**src/rsa_macros.svh**
```systemverilog
`ifndef RSA_MACROS_SVH
`define RSA_MACROS_SVH

// operand width of N, y, d and the result
`define RSA_W 256

// bit counters must reach 256 itself, hence one bit over log2
`define RSA_CNT_W 9

`endif

```
**src/rsa_pkg.sv**
```systemverilog
`default_nettype none

`include "rsa_macros.svh"

package rsa_pkg;

    typedef logic [`RSA_W-1:0] word_t;

    // two spare bits, room for 2t and for s + b + N
    typedef logic [`RSA_W+1:0] wide_t;

    typedef logic [`RSA_CNT_W-1:0] cnt_t;

    // exponent sequencer states
    typedef enum logic [2:0] {
        IDLE,
        PREP,
        LOOP,
        NEXT,
        DONE
    } ctrl_state_t;

endpackage

`default_nettype wire

```
**src/rsa_mod_product.sv**
```systemverilog
`timescale 1ns/10ps
`default_nettype none

`include "rsa_macros.svh"

module rsa_mod_product (
    input  logic           i_clk,
    input  logic           i_rst,
    input  logic           i_start,
    input  rsa_pkg::word_t i_n,
    input  rsa_pkg::word_t i_b,
    output rsa_pkg::word_t o_t,
    output logic           o_ready
);
    import rsa_pkg::*;

    localparam logic S_IDLE = 1'b0;
    localparam logic S_PREP = 1'b1;

    logic  state_r;
    logic  state_w;
    logic  ready_r;
    logic  ready_w;
    cnt_t  cnt_r;
    cnt_t  cnt_w;
    word_t t_r;
    word_t t_w;
    wide_t dbl;

    assign o_t     = t_r;
    assign o_ready = ready_r;

    // t < N, so 2t < 2N and a single subtract brings it back below N
    always_comb begin
        dbl = {1'b0, t_r, 1'b0};
        if (dbl >= wide_t'(i_n)) begin
            dbl = dbl - wide_t'(i_n);
        end
    end

    always_comb begin
        state_w = state_r;
        ready_w = ready_r;
        cnt_w   = cnt_r;
        t_w     = t_r;
        case (state_r)
            S_IDLE: begin
                if (i_start) begin
                    state_w = S_PREP;
                    ready_w = 1'b0;
                    cnt_w   = '0;
                    t_w     = i_b;
                end
            end
            S_PREP: begin
                t_w   = dbl[`RSA_W-1:0];
                cnt_w = cnt_r + 1'b1;
                // last of the 256 doublings
                if (cnt_r == cnt_t'(`RSA_W - 1)) begin
                    state_w = S_IDLE;
                    ready_w = 1'b1;
                end
            end
        endcase
    end

    always_ff @(posedge i_clk or posedge i_rst) begin
        if (i_rst) begin
            state_r <= S_IDLE;
            ready_r <= 1'b0;
            cnt_r   <= '0;
        end else begin
            state_r <= state_w;
            ready_r <= ready_w;
            cnt_r   <= cnt_w;
        end
    end

    always_ff @(posedge i_clk) begin
        t_r <= t_w;
    end

endmodule

`default_nettype wire

```
**config.mk**
```make
export PLATFORM = sky130hd
export DESIGN_NAME = rsa_mod_product
export DESIGN_NICKNAME = d
export VERILOG_FILES = /design/src/rsa_pkg.sv /design/src/rsa_mod_product.sv
export VERILOG_INCLUDE_DIRS = /design/src
export SDC_FILE = /design/constraint.sdc
export NUM_CORES = 1
export LEC_CHECK = 0
export ABC_AREA = 0
export ABC_CLOCK_PERIOD_IN_PS = 7470
export BUFFER_PORTS_ARGS = -buffer_cell sky130_fd_sc_hd__buf_2
export CORE_AREA = 5 5 314 316
export CTS_BUF_LIST = sky130_fd_sc_hd__clkbuf_4
export CTS_CLUSTER_DIAMETER = 60
export DETAILED_ROUTE_END_ITERATION = 10
export DIE_AREA = 0 0 319 321
export GPL_TIMING_DRIVEN = 0
export PLACE_DENSITY = 0.58
export SETUP_SLACK_MARGIN = 0.15
export SYNTH_ARGS = -nofsm -noshare
export SYNTH_HDL_FRONTEND = slang
export SYNTH_SLANG_ARGS = --single-unit
```
**constraint.sdc**
```tcl
create_clock -name i_clk -period 7.47 [get_ports i_clk]
set_input_delay 1.494 -clock i_clk [delete_from_list [all_inputs] [get_ports i_clk]]
set_output_delay 1.494 -clock i_clk [all_outputs]
set_load 0.03 [all_outputs]
```
==> results.yml <==
outcome:
  status: "finished clean"
critical_path:
  cpPeakStageDelay_ps: 1060
  arrival_ps: 7920
  crit_type: "input pin to flop"
  cp-start-kind: "input pin"
  required_ps: 8080
  crit_chain: "buf_2 -> inv_1 -> ha_1 -> buf_2 -> a21oi_1 -> o21ai_0 -> a221oi_1 -> o21ai_0 -> a211oi_1 -> o31ai_4 -> a211oi_1 -> o31a_1 -> nor2b_1 -> a21oi_1 -> inv_2 -> nand2_1 -> clkbuf_1 -> o221ai_1"
  end_kind: "flop"
  cp_max_fo: 10
  cp_slowest_cell: "a211oi_1"
layout:
  post-route-cell-area_um2: 39600
  layout-drive-gt1-share_pct: 18.3
  post_layout_nonfiller_instances: 6913
  area_delta_synth_final_pct: 19.9
  fin_nets: 6334
logic_synthesis:
  synth_area_um2: 33000
  synth_common_cells: "a21oi_1 (904), nor2_1 (687), nand2_1 (416), inv_1 (365), o21ai_0 (339)"
  synth_area_leader_cell: "edfxtp_1"
  synth-edff-count: 256
  synth_top_area_share_pct: 23.3
  synth.net_count: 5476
  synth_seq_cells: 267
  ys_top_cells_by_area: "edfxtp_1 (23%), a21oi_1 (14%), ha_1 (9.8%)"
  synth_cells: 4702
  synthArstFlopShare_pct: 4.12
  synth.avg_cell_area_um2: 7.03
  seq_area_frac_synth_pct: 24.1
  synth_warnings: 0
  synthMostInstantiatedCell: "a21oi_1"
  synth_cell_types: 84
  synth_ff_type: "edfxtp_1"
cts:
  clkSinkCount: 267
  cts_tree: "yes"
  clock_latency_ps: 960
  post-cts-setup-buffer-count: 0
  path_clk_slew_ps: 70
  numCtsBuffers: 82
  htree_levels: 3
  holdBufCountCts: 0
  post_cts_resized: 0
  cts_root_buf: "clkbuf_4"
  cts_buffer_depth: 3
detailed_routing:
  vias: 40200
  drc: 0
  drtAntennaViolNets: 0
  drtIter0Drc: 3891
  firstDrtPassIters: 6
  wire_per_inst_um: 27.0
  wl_um: 186000
  vias_per_cell: 5.82
placed_design:
  port_buffers: 771
  dpl.cell_count: 6751
  hpwl_um: 157000
  place_congestion: 0.982
  placed_area_um2: 38600
sta:
  drv_slew: 0
  finalHoldViolations: 0
  clock-skew-final_ps: 69.0
  tightestPinTransition_ps: 1490
  max_clock_freq_ghz: 0.137
  relSlewSlack_pct: 0.853
  rsz0062_at_grt: "false"
  period_minus_slack_ps: 7310
  fin_crit_sh_pct: 97.8
  finalSetupViolCount: 0
power_and_ir_drop:
  power_density_nw_per_um2: 574
  peakVddDrop_uv: 254
  p_sw_mw: 13.5
  p_sw_share_pct: 59.3
  pwr-share-seq_pct: 17.3
  pwr-share-clk_pct: 6.6
  p_comb_share_pct: 76.1
  finalPower_mw: 22.7
  intPower_mw: 9.24
  leakage_nw: 17.8
die:
  die-width_um: 319
  rows: 114
  dieArea_um2: 102000
  fp.coreArea_um2: 95700
  start_util_pct: 34.5
  ios: 772
  die_h_um: 321
global_routing:
  grt_overflow: 0
  gr-usage-all-layers_pct: 34.3
  grt_pass1_vias: 39300
  grt_max_degree: 108
  antenna_found_initial: 34
  grt_pass1_wl_um: 264000
run:
  cap_viol_max_count: 0
hold_path:
  hold_class: "flop to flop"
logic make-up after synthesis:
family                   after synthesis  synth area share (%)
AO/OA/AOI/OAI                       1715                  29.7
buffers and inverters                606                  7.14
AND/OR/NAND/NOR                     1561                  21.1
adder cells (fa/ha/maj)              259                  9.83
XOR/XNOR                             232                  6.15
flip-flops                           267                  24.1
multiplexers                          62                  1.93
final timing paths:
check                                           from  slack, ps                   end  depth (start not counted)
worst max-delay path                         i_n[32]        160    o_t[244]$_DFFE_PP_                         18
worst min-delay path            cnt_r[7]$_DFFE_PP0P_        490  cnt_r[7]$_DFFE_PP0P_                          1
worst max register to register     o_t[31]$_DFFE_PP_        440    o_t[244]$_DFFE_PP_                         16
worst min register to register  cnt_r[7]$_DFFE_PP0P_        490  cnt_r[7]$_DFFE_PP0P_                          1
max in group asynchronous                      i_rst       6580  cnt_r[5]$_DFFE_PP0P_                          2
min in group asynchronous                      i_rst        570  cnt_r[1]$_DFFE_PP0P_                          2
power groups by stage:
stage / registers [mW] / logic [mW] / clock network, mW
global route: 3.98 / 18.6 / 1.63
global placement: 3.94 / 16.8 / 0
finish: 3.93 / 17.3 / 1.51
floorplan: 5.01 / 9.94 / 0
detailed placement: 3.92 / 16.8 / 0
CTS: 3.90 / 16.9 / 1.55
final cells by class:
| type | count | area [um2] |
|---|---|---|
| clock inverters | 37 | 206 |
| plain buffers | 240 | 990 |
| repair buffers | 774 | 3930 |
| multi-input cells | 3829 | 22700 |
| flip-flops and latches | 267 | 7960 |
| fillers | 10600 | 56100 |
| well taps | 1276 | 1600 |
| diodes | 18 | 45.0 |
| inverters | 366 | 1380 |
| clock buffers | 106 | 796 |
placed cells by master (no fill, tap or decap), drive strengths merged, types with 9 or more instances in the layout:
master,n
xor2,95
dfrtp,11
nand2b,32
o21ai,364
mux2i,48
o31ai,28
nor4,33
and3,22
nor2b,25
clkbuf,277
o31a,9
o221ai,17
mux2,14
ha,258
a211oi,17
clkinv,31
nor2,687
buf,843
edfxtp,256
xnor2,137
nor3,61
a21o,101
nand3,62
or3,14
nand2,417
nand4,153
inv,370
diode,18
a21oi,907
o211ai,14
a31oi,54
or2,18
a221oi,11
o21bai,89
a21boi,23
o21a,29
per-layer routing:
layer / vias up / global-route usage (%) / part of all wire, %
li1: 18600 / - / -
met1: 19300 / 44.0 / 41
met2: 1955 / 57.4 / 46
met3: 317 / 6.61 / 8.3
met4: 12 / 13.3 / 4.2
met5: - / 0 / 0.042
metrics by stage:
stage	worst slack [ps]	hold WS [ps]	util [%]	TNS [ps]
after floorplan	353	449	-	0
after global placement	-2880	475	40.2	-754560
after detailed placement	-669	480	40.3	-24160
after CTS	379	483	41.3	0
after global routing	182	505	41.4	0
final	163	486	41.4	0
flip-flops by register name (all words and copies together) (netlist names):
register,flops
o_ready,1
o_t,256
state_r,1
cnt_r,9
critical path, delay by kind of cell:
family                     cells  cell delay [ps]
AOI/OAI and AO/OA             10             3710
adders and majority gates      1              250
buffers and inverters          5             1380
and+or+nand+nor                2             1020
Power figures use the tool's default switching activity.
