**src/rsa_macros.svh**
```systemverilog
`ifndef RSA_MACROS_SVH
`define RSA_MACROS_SVH

// operand width of N, y, d and the result
`define RSA_W 256

// bit counters must reach 256 itself, hence one bit over log2
`define RSA_CNT_W 9

`endif

```
**src/rsa_pkg.sv**
```systemverilog
`default_nettype none

`include "rsa_macros.svh"

package rsa_pkg;

    typedef logic [`RSA_W-1:0] word_t;

    // two spare bits, room for 2t and for s + b + N
    typedef logic [`RSA_W+1:0] wide_t;

    typedef logic [`RSA_CNT_W-1:0] cnt_t;

    // exponent sequencer states
    typedef enum logic [2:0] {
        IDLE,
        PREP,
        LOOP,
        NEXT,
        DONE
    } ctrl_state_t;

endpackage

`default_nettype wire

```
**src/rsa_exp_ctrl.sv**
```systemverilog
`timescale 1ns/10ps
`default_nettype none

`include "rsa_macros.svh"

module rsa_exp_ctrl (
    input  logic           i_clk,
    input  logic           i_rst,
    input  logic           i_start,
    input  rsa_pkg::word_t i_d,
    input  rsa_pkg::word_t i_t,
    input  logic           i_ready,
    input  rsa_pkg::word_t i_sq,
    input  rsa_pkg::word_t i_mul,
    input  logic           i_mul_done,
    output logic           o_prep_start,
    output logic           o_mul_start,
    output rsa_pkg::word_t o_pow,
    output rsa_pkg::word_t o_acc,
    output logic           o_busy,
    output logic           o_done,
    output rsa_pkg::word_t o_result
);
    import rsa_pkg::*;

    ctrl_state_t state_r;
    ctrl_state_t state_w;
    cnt_t        bit_r;
    cnt_t        bit_w;
    word_t       exp_r;
    word_t       exp_w;
    word_t       pow_r;
    word_t       pow_w;
    word_t       acc_r;
    word_t       acc_w;

    // preprocessor starts on the same edge that accepts i_start,
    // so its ready is already low once we sit in PREP
    assign o_prep_start = (state_r == IDLE) && i_start;

    // both multipliers get one start per exponent bit
    assign o_mul_start = (state_r == NEXT);

    assign o_pow  = pow_r;
    assign o_acc  = acc_r;
    assign o_busy = (state_r != IDLE);
    assign o_done = (state_r == DONE);

    // acc ends as y^d mod N in the plain domain
    assign o_result = acc_r;

    always_comb begin
        state_w = state_r;
        bit_w   = bit_r;
        exp_w   = exp_r;
        pow_w   = pow_r;
        acc_w   = acc_r;
        case (state_r)
            IDLE: begin
                if (i_start) begin
                    state_w = PREP;
                    bit_w   = '0;
                    exp_w   = i_d;
                    acc_w   = word_t'(1);
                end
            end
            PREP: begin
                // power register starts as y*R mod N
                if (i_ready) begin
                    pow_w   = i_t;
                    state_w = NEXT;
                end
            end
            NEXT: begin
                state_w = LOOP;
            end
            LOOP: begin
                if (i_mul_done) begin
                    pow_w = i_sq;
                    // multiply in only for a set exponent bit
                    if (exp_r[0]) begin
                        acc_w = i_mul;
                    end
                    exp_w = exp_r >> 1;
                    bit_w = bit_r + 1'b1;
                    if (bit_r == cnt_t'(`RSA_W - 1)) begin
                        state_w = DONE;
                    end else begin
                        state_w = NEXT;
                    end
                end
            end
            DONE: begin
                state_w = IDLE;
            end
            default: begin
                state_w = IDLE;
            end
        endcase
    end

    always_ff @(posedge i_clk or posedge i_rst) begin
        if (i_rst) begin
            state_r <= IDLE;
            bit_r   <= '0;
        end else begin
            state_r <= state_w;
            bit_r   <= bit_w;
        end
    end

    // operand registers, held steady while the multipliers run
    always_ff @(posedge i_clk) begin
        exp_r <= exp_w;
        pow_r <= pow_w;
        acc_r <= acc_w;
    end

endmodule

`default_nettype wire

```
**config.mk**
```make
export PLATFORM = sky130hd
export DESIGN_NAME = rsa_exp_ctrl
export DESIGN_NICKNAME = d
export VERILOG_FILES = /design/src/rsa_pkg.sv /design/src/rsa_exp_ctrl.sv
export VERILOG_INCLUDE_DIRS = /design/src
export SDC_FILE = /design/constraint.sdc
export NUM_CORES = 1
export LEC_CHECK = 0
export ABC_AREA = 1
export BUFFER_PORTS_ARGS = -buffer_cell sky130_fd_sc_hd__clkbuf_2
export CAP_MARGIN = 15
export CORE_AREA = 2 2 703 705
export CTS_CLUSTER_DIAMETER = 200
export DETAILED_ROUTE_END_ITERATION = 8
export DIE_AREA = 0 0 705 707
export PLACE_DENSITY = 0.3
export SETUP_SLACK_MARGIN = 0.1
export SLEW_MARGIN = 20
export SYNTH_ARGS = -nofsm -noshare
export SYNTH_HDL_FRONTEND = slang
export SYNTH_SLANG_ARGS = --single-unit
export TNS_END_PERCENT = 100
```
**constraint.sdc**
```tcl
create_clock -name i_clk -period 38.8 [get_ports i_clk]
set_input_delay 1.94 -clock i_clk [delete_from_list [all_inputs] [get_ports i_clk]]
set_output_delay 1.94 -clock i_clk [all_outputs]
set_load 0.02 [all_outputs]
```
==> metrics.txt <==
YS warnings 0; multiplexer share of the synthesized area 0%; CP Launch Point state_r[0]$_DFFE_PP0P_; worst path cell trace inv_2 > nand3_4 > buf_4 > buf_4 > buf_4 > buf_12 > buf_4 > nor2_1; area of the core 492000 um^2; Setup Skew approximately 0.043 ns; Skew-Pair Late Insertion Delay 0.85 ns; Top cell by count, worst path buf_4; Synth Area in Adders less than 1%; DP Area between 40000 and 50000 um^2; Global Route Usage Sum 13.1%; Post-synth EDFFs approximately 770; Congestion Overflow GR 0; Clock Sinks 780; syn_nets 4350; Worst Path Max Fanout 149; Post-Syn Area per Cell 10.3 um^2; fill cell count 57300; RSZ-0062 raised after global routing false; startpoint class of the critical path flop; # Max-Cap Violations 0; maximum number of pins on one net before global-route repair 150; drt drc 0; Tcrit/Tclk final between 10% and 20%; Yosys top cell area share 67.7%; Die Ht 707 um; Area contributors post-synth edfxtp_1, nand2_1, buf_4, inv_1, nor2_1; TritonCTS clock tree yes; fin crit period 5.15 ns; detailed-route via count 30000; most common library cells after synthesis nand2_1, edfxtp_1, inv_1; power density over the cells 100 nW/um^2; share of cells above drive strength 1 roughly two fifths; Die X 705 um; post-DP HPWL 298000 um; first-pass GRT wire length ~410000 um; worst slew pin tran 1.15 ns; clk slew on worst S/H paths around 0.06 ns; main flop type after synthesis edfxtp_1; Compound-Gate Fraction of Synth Area 0.213%; nets@finish between 5000 and 6000; Peak VDD IR 0.0000549 V; Layout area overhead 54.8%; TritonCTS buffer count between 100 and 150; f_max approximately 0.2 GHz; Final setup viols 0; status finished, final reports clean; DR iter-0 viols 2139; WL/cell slightly below 30 um; DR pass1 iterations 8; DRT Wirelength 340000 um; CTS HTree Levels 3; Starting Density 6.92%; antenna-violating nets left 0; Hold Crit Class flop to flop; post-synthesis cell area around 34000 um^2; design area ~53000 um^2; Slew HR a little under a quarter; ys async rst share between 1.5 and 2%; vias in the first global route about 30000; Synth area leader edfxtp_1; crit path capture type flop; clk root buf clkbuf_16; I/O pin count 1801; worst path arrival time approximately 5.7 ns; PortBufs 1800; worst-case clock buffer depth 4; top-count cell post-synth nand2_1; critical path type flop to flop; largest family of logic cells by synthesized area simple AND/OR/NAND/NOR gates; CP max stage delay 0.83 ns; sequential fraction of the synthesis area 68.6%; worst r2r src state_r[0]$_DFFE_PP0P_; PnR Total Power 0.00529 W; Synth cell types 22; row count 258; setup total negative slack 0 ns; via-per-instance ratio approximately 2.6; Placer Congestion 1.00; Max Slew Vio Count 0; CP top delay family buffers and inverters; Post-CTS Setup Bufs 0; Post-Syn Instances 3319; flop and latch count out of synthesis between 700 and 800; antenna violations before repair 170; hold_buf cts 0; die area approximately 500000 um^2; Synth Area in Simple Gates 20.5%; XOR/XNOR share of the synthesized area 0%; cts repair resizes 0; CP required 39.37 ns; Pleak 23.5 nW; Final Hold Vio Count 0; CP max-delay cell buf_4; hold path startpoint exp_r[24]$_DFFE_PP_; Bufs and invs on worst path 6
registers in the layout, indices dropped and copies added (netlist names):
signal   count
bit_r        9
state_r      3
o_pow      256
exp_r      256
o_acc      256
routing by layer:
layer	vias up	track usage (%)	part of all wire, %
met3	419	4.90	8.8
met4	70	3.76	3.3
met5	-	0	0.14
met1	14600	16.6	43
met2	1474	20.6	45
li1	13400	-	-
final timing paths:
path / to / slack (ns) / depth (start not counted)
min in group asynchronous: bit_r[1]$_DFFE_PP0P_ / 1.20 / 2
hold reg to reg: exp_r[23]$_DFFE_PP_ / 0.50 / 2
hold / removal: exp_r[23]$_DFFE_PP_ / 0.50 / 2
setup reg to reg: o_acc[130]$_SDFFCE_PN0P_ / 33.65 / 8
setup / recovery: o_acc[130]$_SDFFCE_PN0P_ / 33.65 / 8
max in group asynchronous: state_r[2]$_DFFE_PP0P_ / 37.23 / 2
power breakdown:
group          switching (W)  internal [W]
logic                0.00199      0.000429
clock network       0.000455      0.000619
registers           0.000275       0.00152
total                0.00272       0.00257
cells by family (layout without fill, tap and decap cells):
logic type | Yosys count | in the layout
flip-flops | 780 | 780
adder cells (fa/ha/maj) | 2 | 2
other | 0 | 40
AO/OA/AOI/OAI | 14 | 14
AND/OR/NAND/NOR | 1851 | 1851
buffers and inverters | 672 | 2309
worst reg2reg max path, cell delays in order (launching register included):
cell and delay [ns]:
dfrtp_1 0.47, inv_2 0.13, nand3_4 0.30, buf_4 0.81
buf_4 0.62, buf_4 0.61, buf_12 0.50, buf_4 1.18
nor2_1 0.24
layout by cell type (no fill, tap or decap), drive strengths merged:
cell	n
clkbuf	1953
nand2	1566
edfxtp	768
inv	279
nor2	266
diode	40
clkinv	37
buf	28
dfrtp	12
nand3	11
o21ai	9
bufinv	9
a21oi	4
nor3	3
clkinvlp	3
nand4	2
nand3b	2
ha	2
a21boi	1
or2	1
per-stage QoR:
step | hold slack (ns) | std cells | util [%] | worst slack [ns]
finish | 0.497 | 11500 | 10.7 | 33.65
floorplan | 0.471 | 3319 | - | 17.08
global placement | 0.494 | 11200 | 9.96 | 32.86
detailed placement | 0.494 | 11200 | 9.96 | 32.87
CTS | 0.493 | 11500 | 10.7 | 33.54
global route | 0.524 | 11500 | 10.7 | 33.23
cell type report:
cell class                 instances  area [um^2]  share of cell area [%]
clock buffer                     153         3110                    5.89
multi-input combinational       1867         7140                    13.5
sequential                       780        23400                    44.3
inverter                         273         1020                    1.94
timing repair buffer            1828         9310                    17.7
clock inverter                    55          539                    1.02
tap                             6500         8130                    15.4
antenna                           40          100                   0.190
Note: power is estimated with default switching activity, not from simulation.
